--- src/rv_core_macros.svh ---
`ifndef RV_CORE_MACROS_SVH
`define RV_CORE_MACROS_SVH

// Datapath width
`define XLEN 32

// Register index width
`define REG_ADDR_W 5

// First fetch address after reset
`define RESET_PC 32'h0000_0000

// ADDI x0, x0, 0
`define INST_NOP 32'h0000_0013

`endif

--- src/rv_isa_pkg.sv ---
package rv_isa_pkg;

    // Major opcodes of the supported subset
    typedef enum logic [6:0] {
        OP     = 7'b0110011,
        OP_IMM = 7'b0010011,
        LUI    = 7'b0110111,
        JAL    = 7'b1101111
    } opcode_e;

    typedef enum logic [3:0] {
        ALU_ADD,
        ALU_SUB,
        ALU_SLL,
        ALU_SLT,
        ALU_SLTU,
        ALU_XOR,
        ALU_SRL,
        ALU_SRA,
        ALU_OR,
        ALU_AND
    } alu_op_e;

    localparam logic [2:0] F3_ADD  = 3'b000;
    localparam logic [2:0] F3_SLL  = 3'b001;
    localparam logic [2:0] F3_SLT  = 3'b010;
    localparam logic [2:0] F3_SLTU = 3'b011;
    localparam logic [2:0] F3_XOR  = 3'b100;
    // SRL and SRA, told apart by funct7
    localparam logic [2:0] F3_SR   = 3'b101;
    localparam logic [2:0] F3_OR   = 3'b110;
    localparam logic [2:0] F3_AND  = 3'b111;

endpackage

--- src/rv_pipe_pkg.sv ---
`include "rv_core_macros.svh"

package rv_pipe_pkg;

    // IF/ID payload
    typedef struct packed {
        logic [`XLEN-1:0] pc;
        logic [31:0]      inst;
    } if2id_t;

    // ID/EXE payload
    typedef struct packed {
        logic [`XLEN-1:0]       pc;
        logic [`REG_ADDR_W-1:0] rs1;
        logic [`REG_ADDR_W-1:0] rs2;
        logic [`XLEN-1:0]       rs1_data;
        logic [`XLEN-1:0]       rs2_data;
        logic [`XLEN-1:0]       imm;
        rv_isa_pkg::alu_op_e    alu_op;
        logic                   rs1_zero_sel;
        logic                   rs2_imm_sel;
        logic                   link_sel;
        logic [`REG_ADDR_W-1:0] rd;
        logic                   rd_wr;
    } id2exe_t;

    // EXE/WB payload
    typedef struct packed {
        logic [`XLEN-1:0]       pc;
        logic [`REG_ADDR_W-1:0] rd;
        logic                   rd_wr;
        logic [`XLEN-1:0]       result;
    } exe2wb_t;

endpackage

--- src/rv_wb_if.sv ---
`timescale 1ns/1ns
`include "rv_core_macros.svh"

interface rv_wb_if;

    logic                   valid;
    logic                   wr;
    logic [`REG_ADDR_W-1:0] rd;
    logic [`XLEN-1:0]       data;
    logic [`XLEN-1:0]       pc;

    // Driven by execute
    modport source (output valid, wr, rd, data, pc);

    // Register file and retire port
    modport sink (input valid, wr, rd, data, pc);

endinterface

--- src/decode_stage.sv ---
`timescale 1ns/1ns
`include "rv_core_macros.svh"

module decode_stage (
    input  logic                 clk_wfi,
    input  logic                 rstn_sync,
    input  logic                 if2id_valid_i,
    input  rv_pipe_pkg::if2id_t  if2id_i,
    rv_wb_if.sink                wb,
    output logic                 redirect_o,
    output logic [`XLEN-1:0]     redirect_pc_o,
    output logic                 id2exe_valid_o,
    output rv_pipe_pkg::id2exe_t id2exe_o
);

    logic [6:0]             opcode;
    logic [2:0]             funct3;
    logic [6:0]             funct7;
    logic [`REG_ADDR_W-1:0] rd;
    logic [`REG_ADDR_W-1:0] rs1;
    logic [`REG_ADDR_W-1:0] rs2;
    logic [`XLEN-1:0]       rs1_data;
    logic [`XLEN-1:0]       rs2_data;
    logic [`XLEN-1:0]       imm_i;
    logic [`XLEN-1:0]       imm_u;
    logic [`XLEN-1:0]       imm_j;
    logic [`XLEN-1:0]       imm;
    rv_isa_pkg::alu_op_e    alu_op;
    logic                   supported;
    logic                   is_jal;
    logic                   rs1_zero_sel;
    logic                   rs2_imm_sel;
    logic                   dec_valid;
    logic                   rd_wr;

    function automatic rv_isa_pkg::alu_op_e alu_sel(input logic [2:0] f3, input logic alt);
        rv_isa_pkg::alu_op_e op;
        case (f3)
            rv_isa_pkg::F3_ADD:  op = alt ? rv_isa_pkg::ALU_SUB : rv_isa_pkg::ALU_ADD;
            rv_isa_pkg::F3_SLL:  op = rv_isa_pkg::ALU_SLL;
            rv_isa_pkg::F3_SLT:  op = rv_isa_pkg::ALU_SLT;
            rv_isa_pkg::F3_SLTU: op = rv_isa_pkg::ALU_SLTU;
            rv_isa_pkg::F3_XOR:  op = rv_isa_pkg::ALU_XOR;
            rv_isa_pkg::F3_SR:   op = alt ? rv_isa_pkg::ALU_SRA : rv_isa_pkg::ALU_SRL;
            rv_isa_pkg::F3_OR:   op = rv_isa_pkg::ALU_OR;
            default:             op = rv_isa_pkg::ALU_AND;
        endcase
        return op;
    endfunction

    assign opcode = if2id_i.inst[6:0];
    assign rd     = if2id_i.inst[11:7];
    assign funct3 = if2id_i.inst[14:12];
    assign rs1    = if2id_i.inst[19:15];
    assign rs2    = if2id_i.inst[24:20];
    assign funct7 = if2id_i.inst[31:25];

    assign imm_i = {{(`XLEN-12){if2id_i.inst[31]}}, if2id_i.inst[31:20]};
    assign imm_u = {if2id_i.inst[31:12], 12'b0};
    assign imm_j = {{(`XLEN-20){if2id_i.inst[31]}}, if2id_i.inst[19:12], if2id_i.inst[20],
                    if2id_i.inst[30:21], 1'b0};

    always_comb begin
        supported    = 1'b0;
        is_jal       = 1'b0;
        rs1_zero_sel = 1'b0;
        rs2_imm_sel  = 1'b0;
        imm          = '0;
        alu_op       = rv_isa_pkg::ALU_ADD;
        case (opcode)
            rv_isa_pkg::OP: begin
                // SUB and SRA are the only funct7 variants
                supported = (funct7 == 7'b0000000) ||
                            (funct7 == 7'b0100000 &&
                             (funct3 == rv_isa_pkg::F3_ADD || funct3 == rv_isa_pkg::F3_SR));
                alu_op    = alu_sel(funct3, funct7[5]);
            end
            rv_isa_pkg::OP_IMM: begin
                if (funct3 == rv_isa_pkg::F3_SLL) begin
                    supported = (funct7 == 7'b0000000);
                end else if (funct3 == rv_isa_pkg::F3_SR) begin
                    supported = (funct7 == 7'b0000000) || (funct7 == 7'b0100000);
                end else begin
                    supported = 1'b1;
                end
                alu_op      = alu_sel(funct3, funct3 == rv_isa_pkg::F3_SR && funct7[5]);
                rs2_imm_sel = 1'b1;
                imm         = imm_i;
            end
            rv_isa_pkg::LUI: begin
                supported    = 1'b1;
                rs1_zero_sel = 1'b1;
                rs2_imm_sel  = 1'b1;
                imm          = imm_u;
            end
            rv_isa_pkg::JAL: begin
                supported = 1'b1;
                is_jal    = 1'b1;
                imm       = imm_j;
            end
            default: begin
                supported = 1'b0;
            end
        endcase
    end

    // Unsupported encodings leave as bubbles
    assign dec_valid = if2id_valid_i & supported;
    assign rd_wr     = dec_valid & (rd != '0);

    assign redirect_o    = if2id_valid_i & is_jal;
    assign redirect_pc_o = if2id_i.pc + imm_j;

    regfile u_regfile (
        .clk_wfi    (clk_wfi),
        .rstn_sync  (rstn_sync),
        .rs1_addr_i (rs1),
        .rs2_addr_i (rs2),
        .rs1_data_o (rs1_data),
        .rs2_data_o (rs2_data),
        .wb         (wb)
    );

    always_ff @(posedge clk_wfi or negedge rstn_sync) begin
        if (!rstn_sync) begin
            id2exe_valid_o <= 1'b0;
            id2exe_o       <= '0;
        end else begin
            id2exe_valid_o        <= dec_valid;
            id2exe_o.pc           <= if2id_i.pc;
            id2exe_o.rs1          <= rs1;
            id2exe_o.rs2          <= rs2;
            id2exe_o.rs1_data     <= rs1_data;
            id2exe_o.rs2_data     <= rs2_data;
            id2exe_o.imm          <= imm;
            id2exe_o.alu_op       <= alu_op;
            id2exe_o.rs1_zero_sel <= rs1_zero_sel;
            id2exe_o.rs2_imm_sel  <= rs2_imm_sel;
            id2exe_o.link_sel     <= is_jal;
            id2exe_o.rd           <= rd;
            id2exe_o.rd_wr        <= rd_wr;
        end
    end

endmodule

--- src/exe_stage.sv ---
`timescale 1ns/1ns
`include "rv_core_macros.svh"

module exe_stage (
    input  logic                 clk_wfi,
    input  logic                 rstn_sync,
    input  logic                 id2exe_valid_i,
    input  rv_pipe_pkg::id2exe_t id2exe_i,
    rv_wb_if.source              wb
);

    localparam int SHAMT_W = $clog2(`XLEN);

    rv_pipe_pkg::exe2wb_t exe2wb_q;
    logic                 exe2wb_valid_q;
    logic                 fwd_rs1;
    logic                 fwd_rs2;
    logic [`XLEN-1:0]     rs1_val;
    logic [`XLEN-1:0]     rs2_val;
    logic [`XLEN-1:0]     src1;
    logic [`XLEN-1:0]     src2;
    logic [`XLEN-1:0]     alu_out;
    logic [`XLEN-1:0]     result;
    logic [SHAMT_W-1:0]   shamt;

    // Writeback result forwarded into execute
    assign fwd_rs1 = exe2wb_q.rd_wr & (exe2wb_q.rd == id2exe_i.rs1);
    assign fwd_rs2 = exe2wb_q.rd_wr & (exe2wb_q.rd == id2exe_i.rs2);
    assign rs1_val = fwd_rs1 ? exe2wb_q.result : id2exe_i.rs1_data;
    assign rs2_val = fwd_rs2 ? exe2wb_q.result : id2exe_i.rs2_data;

    assign src1  = id2exe_i.rs1_zero_sel ? '0 : rs1_val;
    assign src2  = id2exe_i.rs2_imm_sel ? id2exe_i.imm : rs2_val;
    assign shamt = src2[SHAMT_W-1:0];

    always_comb begin
        case (id2exe_i.alu_op)
            rv_isa_pkg::ALU_ADD:  alu_out = src1 + src2;
            rv_isa_pkg::ALU_SUB:  alu_out = src1 - src2;
            rv_isa_pkg::ALU_SLL:  alu_out = src1 << shamt;
            rv_isa_pkg::ALU_SLT:  alu_out = {{(`XLEN-1){1'b0}}, $signed(src1) < $signed(src2)};
            rv_isa_pkg::ALU_SLTU: alu_out = {{(`XLEN-1){1'b0}}, src1 < src2};
            rv_isa_pkg::ALU_XOR:  alu_out = src1 ^ src2;
            rv_isa_pkg::ALU_SRL:  alu_out = src1 >> shamt;
            rv_isa_pkg::ALU_SRA:  alu_out = $unsigned($signed(src1) >>> shamt);
            rv_isa_pkg::ALU_OR:   alu_out = src1 | src2;
            default:              alu_out = src1 & src2;
        endcase
    end

    // JAL links the return address
    assign result = id2exe_i.link_sel ? id2exe_i.pc + `XLEN'(4) : alu_out;

    always_ff @(posedge clk_wfi or negedge rstn_sync) begin
        if (!rstn_sync) begin
            exe2wb_valid_q <= 1'b0;
            exe2wb_q       <= '0;
        end else begin
            exe2wb_valid_q  <= id2exe_valid_i;
            exe2wb_q.pc     <= id2exe_i.pc;
            exe2wb_q.rd     <= id2exe_i.rd;
            exe2wb_q.rd_wr  <= id2exe_i.rd_wr;
            exe2wb_q.result <= result;
        end
    end

    assign wb.valid = exe2wb_valid_q;
    assign wb.wr    = exe2wb_q.rd_wr;
    assign wb.rd    = exe2wb_q.rd;
    assign wb.data  = exe2wb_q.result;
    assign wb.pc    = exe2wb_q.pc;

endmodule

--- src/fetch_unit.sv ---
`timescale 1ns/1ns
`include "rv_core_macros.svh"

module fetch_unit (
    input  logic                clk_wfi,
    input  logic                rstn_sync,
    input  logic                redirect_i,
    input  logic [`XLEN-1:0]    redirect_pc_i,
    input  logic                imem_busy_i,
    input  logic [31:0]         imem_rdata_i,
    output logic                imem_en_o,
    output logic [`XLEN-1:0]    imem_addr_o,
    output logic                if2id_valid_o,
    output rv_pipe_pkg::if2id_t if2id_o
);

    logic [`XLEN-1:0] pc_q;
    logic             accept;

    // Word at pc_q is taken only when memory answers and no jump kills it
    assign accept      = imem_en_o & ~imem_busy_i & ~redirect_i;
    assign imem_addr_o = pc_q;

    always_ff @(posedge clk_wfi or negedge rstn_sync) begin
        if (!rstn_sync) begin
            pc_q          <= `RESET_PC;
            imem_en_o     <= 1'b0;
            if2id_valid_o <= 1'b0;
            if2id_o.pc    <= `RESET_PC;
            if2id_o.inst  <= `INST_NOP;
        end else begin
            imem_en_o <= 1'b1;
            // Redirect wins over busy
            if (redirect_i) begin
                pc_q <= redirect_pc_i;
            end else if (accept) begin
                pc_q <= pc_q + `XLEN'(4);
            end
            if2id_valid_o <= accept;
            if2id_o.pc    <= pc_q;
            if2id_o.inst  <= accept ? imem_rdata_i : `INST_NOP;
        end
    end

endmodule

--- src/regfile.sv ---
`timescale 1ns/1ns
`include "rv_core_macros.svh"

module regfile (
    input  logic                   clk_wfi,
    input  logic                   rstn_sync,
    input  logic [`REG_ADDR_W-1:0] rs1_addr_i,
    input  logic [`REG_ADDR_W-1:0] rs2_addr_i,
    output logic [`XLEN-1:0]       rs1_data_o,
    output logic [`XLEN-1:0]       rs2_data_o,
    rv_wb_if.sink                  wb
);

    logic [`XLEN-1:0] regs [31:1];

    // x0 reads zero, a same-cycle write is passed straight through
    function automatic logic [`XLEN-1:0] read_port(
        input logic [`REG_ADDR_W-1:0] addr,
        input logic                   wr,
        input logic [`REG_ADDR_W-1:0] wr_addr,
        input logic [`XLEN-1:0]       wr_data
    );
        logic [`XLEN-1:0] val;
        if (addr == '0) begin
            val = '0;
        end else if (wr && wr_addr == addr) begin
            val = wr_data;
        end else begin
            val = regs[addr];
        end
        return val;
    endfunction

    always_comb begin
        rs1_data_o = read_port(rs1_addr_i, wb.wr, wb.rd, wb.data);
        rs2_data_o = read_port(rs2_addr_i, wb.wr, wb.rd, wb.data);
    end

    always_ff @(posedge clk_wfi or negedge rstn_sync) begin
        if (!rstn_sync) begin
            for (int i = 1; i < 32; i++) begin
                regs[i] <= '0;
            end
        end else if (wb.wr) begin
            regs[wb.rd] <= wb.data;
        end
    end

endmodule

--- src/rv_core_top.sv ---
`timescale 1ns/1ns
`include "rv_core_macros.svh"

module rv_core_top (
    input  logic                   clk_wfi,
    input  logic                   rstn_sync,
    output logic                   imem_en_o,
    output logic [`XLEN-1:0]       imem_addr_o,
    input  logic [31:0]            imem_rdata_i,
    input  logic                   imem_busy_i,
    output logic                   retire_valid_o,
    output logic [`XLEN-1:0]       retire_pc_o,
    output logic [`REG_ADDR_W-1:0] retire_rd_o,
    output logic [`XLEN-1:0]       retire_data_o
);

    logic                 redirect;
    logic [`XLEN-1:0]     redirect_pc;
    logic                 if2id_valid;
    rv_pipe_pkg::if2id_t  if2id;
    logic                 id2exe_valid;
    rv_pipe_pkg::id2exe_t id2exe;

    rv_wb_if wb_bus ();

    fetch_unit u_fetch (
        .clk_wfi       (clk_wfi),
        .rstn_sync     (rstn_sync),
        .redirect_i    (redirect),
        .redirect_pc_i (redirect_pc),
        .imem_busy_i   (imem_busy_i),
        .imem_rdata_i  (imem_rdata_i),
        .imem_en_o     (imem_en_o),
        .imem_addr_o   (imem_addr_o),
        .if2id_valid_o (if2id_valid),
        .if2id_o       (if2id)
    );

    decode_stage u_decode (
        .clk_wfi        (clk_wfi),
        .rstn_sync      (rstn_sync),
        .if2id_valid_i  (if2id_valid),
        .if2id_i        (if2id),
        .wb             (wb_bus),
        .redirect_o     (redirect),
        .redirect_pc_o  (redirect_pc),
        .id2exe_valid_o (id2exe_valid),
        .id2exe_o       (id2exe)
    );

    exe_stage u_exe (
        .clk_wfi        (clk_wfi),
        .rstn_sync      (rstn_sync),
        .id2exe_valid_i (id2exe_valid),
        .id2exe_i       (id2exe),
        .wb             (wb_bus)
    );

    // Retire port mirrors the writeback bus
    assign retire_valid_o = wb_bus.valid;
    assign retire_pc_o    = wb_bus.pc;
    assign retire_rd_o    = wb_bus.rd;
    assign retire_data_o  = wb_bus.data;

endmodule

--- config.mk ---
export PLATFORM = sky130hd
export DESIGN_NAME = rv_core_top
export DESIGN_NICKNAME = d
export VERILOG_FILES = /design/src/rv_isa_pkg.sv /design/src/rv_pipe_pkg.sv /design/src/rv_wb_if.sv /design/src/decode_stage.sv /design/src/exe_stage.sv /design/src/fetch_unit.sv /design/src/regfile.sv /design/src/rv_core_top.sv
export VERILOG_INCLUDE_DIRS = /design/src
export SDC_FILE = /design/constraint.sdc
export NUM_CORES = 2
export LEC_CHECK = 0
export BUFFER_PORTS_ARGS = -buffer_cell sky130_fd_sc_hd__buf_2
export CORE_UTILIZATION = 45
export CTS_CLUSTER_SIZE = 40
export DETAILED_ROUTE_END_ITERATION = 12
export GPL_TIMING_DRIVEN = 0
export HOLD_SLACK_MARGIN = 0.02
export PLACE_DENSITY = 0.61
export SKIP_CTS_REPAIR_TIMING = 1
export SLEW_MARGIN = 20
export SYNTH_ARGS = -nofsm -noshare
export SYNTH_HDL_FRONTEND = slang
export SYNTH_SLANG_ARGS = --single-unit
--- constraint.sdc ---
create_clock -name clk_wfi -period 6.33 [get_ports clk_wfi]
set_clock_uncertainty 0.15 [all_clocks]
set_input_delay 0.9495 -clock clk_wfi [delete_from_list [all_inputs] [get_ports clk_wfi]]
set_output_delay 0.9495 -clock clk_wfi [all_outputs]
set_load 0.05 [all_outputs]
# Word level (Yosys, flattened, before mapping)

Index checks and enable logic that the tools add are counted.

$lt $le $gt $ge: 6
Add/subtract/negate cells: 5
Multipliers: 0
Reductions and logical operators: 17
Equality and inequality tests: 23
Shift-type cells: 3
Bitwise logic cells: 12
Muxes and demuxes: 34
Div/mod/pow operators: 0

Operators with widths:

| kind                  | number |
|---|---|
| $bwmux 992            | 1 |
| $mux 32               | 15 |
| $bmux 32 s5           | 2 |
| $pmux 32 s9           | 1 |
| $demux 32 s5          | 1 |
| $pmux 32 s3           | 1 |
| $add 32x3->32 const B | 2 |
| $add 32x32->32        | 2 |
| $lt 32x32->1          | 2 |
| $pmux 4 s7            | 2 |
| $and 32x32->32        | 1 |
| $or 32x32->32         | 1 |
| $shl 32x5->32         | 1 |
| $shr 32x5->32         | 1 |
| $sshr 32x5->32        | 1 |
| $sub 32x32->32        | 1 |
| $xor 32x32->32        | 1 |
| $eq 7x6->1 const B    | 3 |
| $eq 5x5->1            | 4 |
| $lt 5x6->1 const B    | 3 |
| $eq 4x3->1 const B    | 4 |
| $logic_not 5->1       | 2 |
| $eq 3x3->1 const B    | 3 |
| $mux 1                | 9 |
| 20 further kinds      | 36 |

Output and inout port bits: 103
Flip-flop bits (word level): 1313
Memory bits (writable): 0
Memories: 0
Word-level logic and storage cells: 154
Bits in read-only memories: 0
Latch bits: 0

# Longest topological paths before layout

Word-level depth: 7
Depth in mapped cells: 23
Mapped depth without buffers: 19

# By module

From an unflattened synthesis, not the netlist that was laid out.

Cell total of the unflattened synthesis: 6528
Area total of the unflattened synthesis: 76604.7 um^2

Modules (own cells, without submodules):

| module       | area an instance (um^2) | instances | cells an instance |
|---|---|---|---|
| regfile      | 54146.9                 | 1         | 4015 |
| exe_stage    | 12851.1                 | 1         | 1753 |
| decode_stage | 5905.7                  | 1         | 453 |
| fetch_unit   | 3701.0                  | 1         | 307 |

# Worst setup path before layout

OpenSTA, ideal clock, no wires.

Path type: reg-to-reg
Start: register, netlist name u_exe.wb.rd[3]
End: register u_exe.exe2wb_q, in the netlist u_exe.wb.data[30]
Period minus slack after synthesis: 5.664 ns
Buffers on the path: 4
Setup time: 0.140 ns
Stages on the path, launching flop included: 22
Arrival time: 5.374 ns
Path slack: 0.666 ns
Data required time: 6.040 ns
Cells stage by stage: dfrtp_1 > xnor2_1 > nand4_2 > clkbuf_1 > buf_2 > nor2_1 > buf_2 > mux2i_1 > o21ai_0 > ha_1 > clkbuf_1 > nor3_2 > nand2_1 > o31a_1 > o41ai_4 > o41ai_2 > or3_1 > o31a_1 > o31ai_4 > mux2i_1 > a221oi_2 > o221ai_1

Cells in the longest elaborated chain, start to end: 7

RTL lines:

| item                                         | RTL line                         | source |
|---|---|---|
| $eq 5x5->1, on equally long branches         | exe_stage.sv:27, exe_stage.sv:28 |  |
| $and 1x1->1, on equally long branches        | exe_stage.sv:27, exe_stage.sv:28 |  |
| $mux 32, on equally long branches            | exe_stage.sv:29, exe_stage.sv:30 |  |
| $mux 32, on equally long branches            | exe_stage.sv:32, exe_stage.sv:33 |  |
| $sub 32x32->32, or another cell as far along | exe_stage.sv:39                  | `rv_isa_pkg::ALU_SUB: alu_out = src1 - src2;` |
| $pmux 32 s9 (*)                              | exe_stage.sv:37                  | `case (id2exe_i.alu_op)` |
| $mux 32 (*)                                  | exe_stage.sv:52                  | `` assign result = id2exe_i.link_sel ? id2exe_i.pc + `XLEN'(4) : alu_out; `` |
| via u_exe.result[30]                         | exe_stage.sv:23                  | `` logic [`XLEN-1:0] result; `` |
| end: declaration                             | exe_stage.sv:14                  | `rv_pipe_pkg::exe2wb_t exe2wb_q;` |

The timed path passes the listed nets; every way through them passes the cells marked *.
A chain may end at the register's enable or synchronous reset.

# Worst setup path in the final report

Start: register, netlist name u_exe.wb.rd[0]
End: register u_exe.exe2wb_q, in the netlist u_exe.wb.data[14]

Cells in the longest elaborated chain, start to end: 7

RTL lines:

| item                                         | RTL line |
|---|---|
| $eq 5x5->1, on equally long branches         | exe_stage.sv:27, exe_stage.sv:28 |
| $and 1x1->1, on equally long branches        | exe_stage.sv:27, exe_stage.sv:28 |
| $mux 32, on equally long branches            | exe_stage.sv:29, exe_stage.sv:30 |
| $mux 32, on equally long branches            | exe_stage.sv:32, exe_stage.sv:33 |
| $sub 32x32->32, or another cell as far along | exe_stage.sv:39 |
| $pmux 32 s9 (*)                              | exe_stage.sv:37 |
| $mux 32 (*)                                  | exe_stage.sv:52 |
| via u_exe.result[14]                         | exe_stage.sv:23 |

Marks and branches as above.

==> results.txt <==
Synthesis produced a netlist with a net count of 6481. The post-synthesis average cell area is 12.2 um2. STA puts the critical path data arrival time at 6.88 ns. The initial antenna violation count is 21. The register-to-register setup slack came out at -0.02 ns.

The floorplan row count came out at 151. The starting density of the core came out at 45.4%. The worst setup path is of the flip-flop to flip-flop kind. The commonest cells after synthesis are dfrtp_1, mux2_2, mux4_2, clkbuf_1, nand2_1. The number of buffers between clock root and the deepest sink is 3. After floorplanning, the core was sized to cover 0.169 mm2.

The area used by sequential logic in the layout is 0.0329 mm2. The met2 global-route usage is 57.0%. Summed over all layers, the global routing overflow is 0. The number of synthesized register bits came out at 1313. In this run the horizontal extent of the chip is 415 um.

The remaining antenna violation count came out at 0. The fraction of final layout cells sized beyond drive strength 1 came out at 34.4%. The final layout contains routed wiring with a total length of 343000 um. The number of global-route vias before repair came out at 60000. After filler insertion, the fill cell instance count of the layout stands at 14800. The total global routing track utilization is 39.6%. The startpoint of the lowest-slack register-to-register path is u_exe.wb.rd[0]. The first-pass detailed-route iteration total is 9. The leakage component of the power is 38.2 nW.

The number of enable-type register cells in the synthesized netlist is 0. The worst IR drop on VDD is 285 uV. The synthesized netlist devotes 7.13% of its cell area to simple gates. The post-synthesis instance area is 0.0769 mm2. The fraction of the yosys area taken by sequential cells is 42.7%. The routability-driven placement congestion ratio is 1.08.

The endpoint of the worst hold path is u_fetch.if2id_o[0]. The post-layout minimum cycle time came out at 6.35 ns. After synthesis, the largest family of logic cells by area is multiplexers. The core utilization of the finished layout came out at 51.1%. The number of cells on the worst hold path is 2. The endpoint identified for the worst register-to-register timing path is u_exe.wb.data[14].

The pin count of the biggest net entering global routing is 138. The share of the synthesized area in compound gates (AO/OA/AOI/OAI) came out at 8.93%. The run finished, with violations left.

The cell area power density is 239 mW/mm2. Using the TritonRoute via totals, the vias-per-cell ratio works out to 6.82. Setup violations remaining at the end of the flow were counted as 2. The worst setup slack after layout is -0.0168 ns. The number of H-tree levels is 4. The worst reg2reg path depth is 19. In the routed design, unresolved DRC markers number 0. The number of instances in the synthesized netlist came out at 6314. The vias after detailed routing is 61200. The share of synthesized flip-flops with an asynchronous set or reset came out at 100%.

The number of clock buffers inserted by TritonCTS came out at 147. The number of top-level pins came out at 138. The global-route met1 utilization is 52.2%. Summing all placed instances gives a cell area of 0.0812 mm2.

The area growth from synthesis to layout is 12.6%. The finished cells cover 0.0866 mm2. The number of buffers added on ports is 137.

The xor-xnor portion of the synthesized cell area is 1.48%. For this run, the number of Yosys warnings is 0. The clock-pin transition on the worst setup and hold timing paths is 0.06 ns.

The highest clock frequency the design can meet is 158 MHz. The number of sinks on the clock net is 1313. The most instantiated library cell after synthesis is dfrtp_1.

The final reports fail on setup timing. The top cell type by area accounts for 42.6% of the synthesized area. The relative slew slack is 11.0%. The max-capacitance violation count came out at 0. TritonCTS built the clock tree. The overall power came out at 20.7 mW.

The dominant cell type by area after synthesis is dfrtp_1. The first global-routing pass estimated 476000 um of wire. The die outline height is 415 um. The number of distinct standard cells referenced by the synthesized netlist is 93. The area of the multi-input gates is 0.0417 mm2. The measured slew at the worst slew-check pin came out at 1.33 ns. The total number of nets in the final design came out at 6802. After Yosys synthesis, full adders, half adders and majority gates account for 2.18% of the synthesized area.

The startpoint type of the worst setup path is a flip-flop. The worst-path maximum fanout came out at 10. The path class of the lowest-slack min-delay path is input port to flip-flop.

The floorplan step defined a die boundary enclosing 0.173 mm2. By area the synthesized netlist is led by dfrtp_1, mux4_2, mux2_2, mux2i_1, clkbuf_1. The count of routing violations after the opening detailed-route iteration is 7648. The HPWL after detailed placement is 255000 um.

For the worst setup path, the data required time is 6.87 ns. The number of failing hold endpoints at the final stage is 0. In the synthesized netlist the dominant register cell turns out to be dfrtp_1.

In this run the most critical hold path is launched from imem_rdata_i[0]. The period utilization is 100%. The multiplexer share of the synthesized area is 33.9%. The number of pins exceeding their max-slew limit in the final report came out at 0.

The global-route met3 utilization is 12.3%. Prior to clock tree synthesis, the placed netlist has a worst setup slack of -2.05 ns. The cell sitting at the root of the clock tree is a clkbuf_16. The later-pin clock latency in the skew report came out at 0.82 ns.

The per-cell routed wire length came out at 38.2 um. The worst setup path is captured at a flip-flop. In this run the most used layer during global routing was met2.
## state kept, by name, summed over array words and instances (netlist names)
| register | count |
|---|---|
| u_decode.id2exe_o | 151 |
| u_exe.wb.valid | 1 |
| u_exe.wb.rd | 5 |
| u_fetch.imem_en_o | 1 |
| u_fetch.if2id_valid_o | 1 |
| u_exe.wb.data | 32 |
| u_decode.u_regfile.regs | 992 |
| u_fetch.if2id_o | 64 |
| u_exe.wb.pc | 32 |
| u_exe.wb.wr | 1 |
| u_fetch.imem_addr_o | 32 |
| u_decode.id2exe_valid_o | 1 |
## power by group
group / switching (mW) / total (mW) / internal (mW)
combinational: 2.10 / 2.93 / 0.838
clock: 3.73 / 8.73 / 4.99
sequential: 0.386 / 9.04 / 8.66
## worst max-delay path, stage by stage, from the launching register on
cell	delay [ns]
dfrtp_2	0.49
xnor2_2	0.28
and4_1	0.25
buf_2	0.25
nand4_1	0.11
and3_1	0.31
buf_2	0.28
inv_1	0.26
clkbuf_1	0.54
clkbuf_2	0.46
ha_1	0.33
nor3_1	0.11
a211o_1	0.36
o41ai_2	0.43
a21oi_1	0.25
a21oi_1	0.19
a21oi_1	0.08
or3_1	0.45
a211oi_2	0.48
a21oi_1	0.14
## layer usage
metal / vias to the layer above / part of all wire, % / routed length [um]
met1: 32100 / 39 / 133000
met2: 3808 / 43 / 147000
li1: 24300 / - / -
met4: 22 / 7.2 / 24700
met5: - / 0.040 / 138
met3: 989 / 11 / 37700
## cells by family (layout without fill, tap and decap cells)
group	after synthesis	count (layout)
mux	1767	1767
flops	1313	1313
simple gates	1208	1208
compound gates	1055	1055
buf+inv	709	1144
fa+ha+maj	132	132
xor+xnor	129	129
other cells	1	9
## per-stage QoR
stage,setup TNS (ns),std cells,hold slack [ns]
floorplan,0,6314,0.181
global placement,-,8669,0.183
detailed placement,-33.83,8697,0.187
CTS,-34.55,8960,-0.200
global route,-0.0520,8967,0.172
finish,-0.0186,8975,0.181
## layout by cell type (no fill, tap or decap), types with 37 or more instances in the layout
master	netlist	routed
clkbuf_2	0	94
nor3_1	63	60
xor2_1	44	44
a21oi_1	274	268
and3_1	61	60
a21o_1	50	50
a31oi_1	38	37
nor2b_1	45	45
a211oi_1	60	56
mux4_2	570	570
mux2_2	1024	1024
clkbuf_16	0	150
nand3_1	82	82
o22ai_1	41	39
ha_1	129	128
inv_1	113	113
mux2i_1	172	169
nor2_1	359	357
clkbuf_1	436	370
clkbuf_8	0	39
a22o_1	39	39
nand2_1	434	433
o21ai_0	255	249
buf_2	61	239
xnor2_1	84	81
dfrtp_1	1310	1304
## area by class of cell
type,count,share of cell area [%]
buffer,580,2.90
antenna,8,0.0231
sequential,1313,38.0
clock inverter,41,0.493
clock buffer,222,5.10
inverter,120,0.525
timing repair buffer,181,1.65
multi-input combinational,4292,48.1
tap,2218,3.21
## worst max path at each step
stage / startpoint / endpoint / slack (ns) / cells after the start
CTS: u_exe.wb.rd[0] / u_exe.wb.data[27] / -2.09 / 19
finish: u_exe.wb.rd[0] / u_exe.wb.data[14] / -0.02 / 19
global placement: rstn_sync / u_decode.u_regfile.regs[817] / -25.39 / 1
floorplan: u_exe.wb.rd[3] / u_exe.wb.data[30] / 0.67 / 21
detailed placement: u_exe.wb.rd[0] / u_exe.wb.data[27] / -2.05 / 19
global route: u_exe.wb.rd[0] / u_exe.wb.data[30] / -0.03 / 20
(Power assumes the default switching activity.)
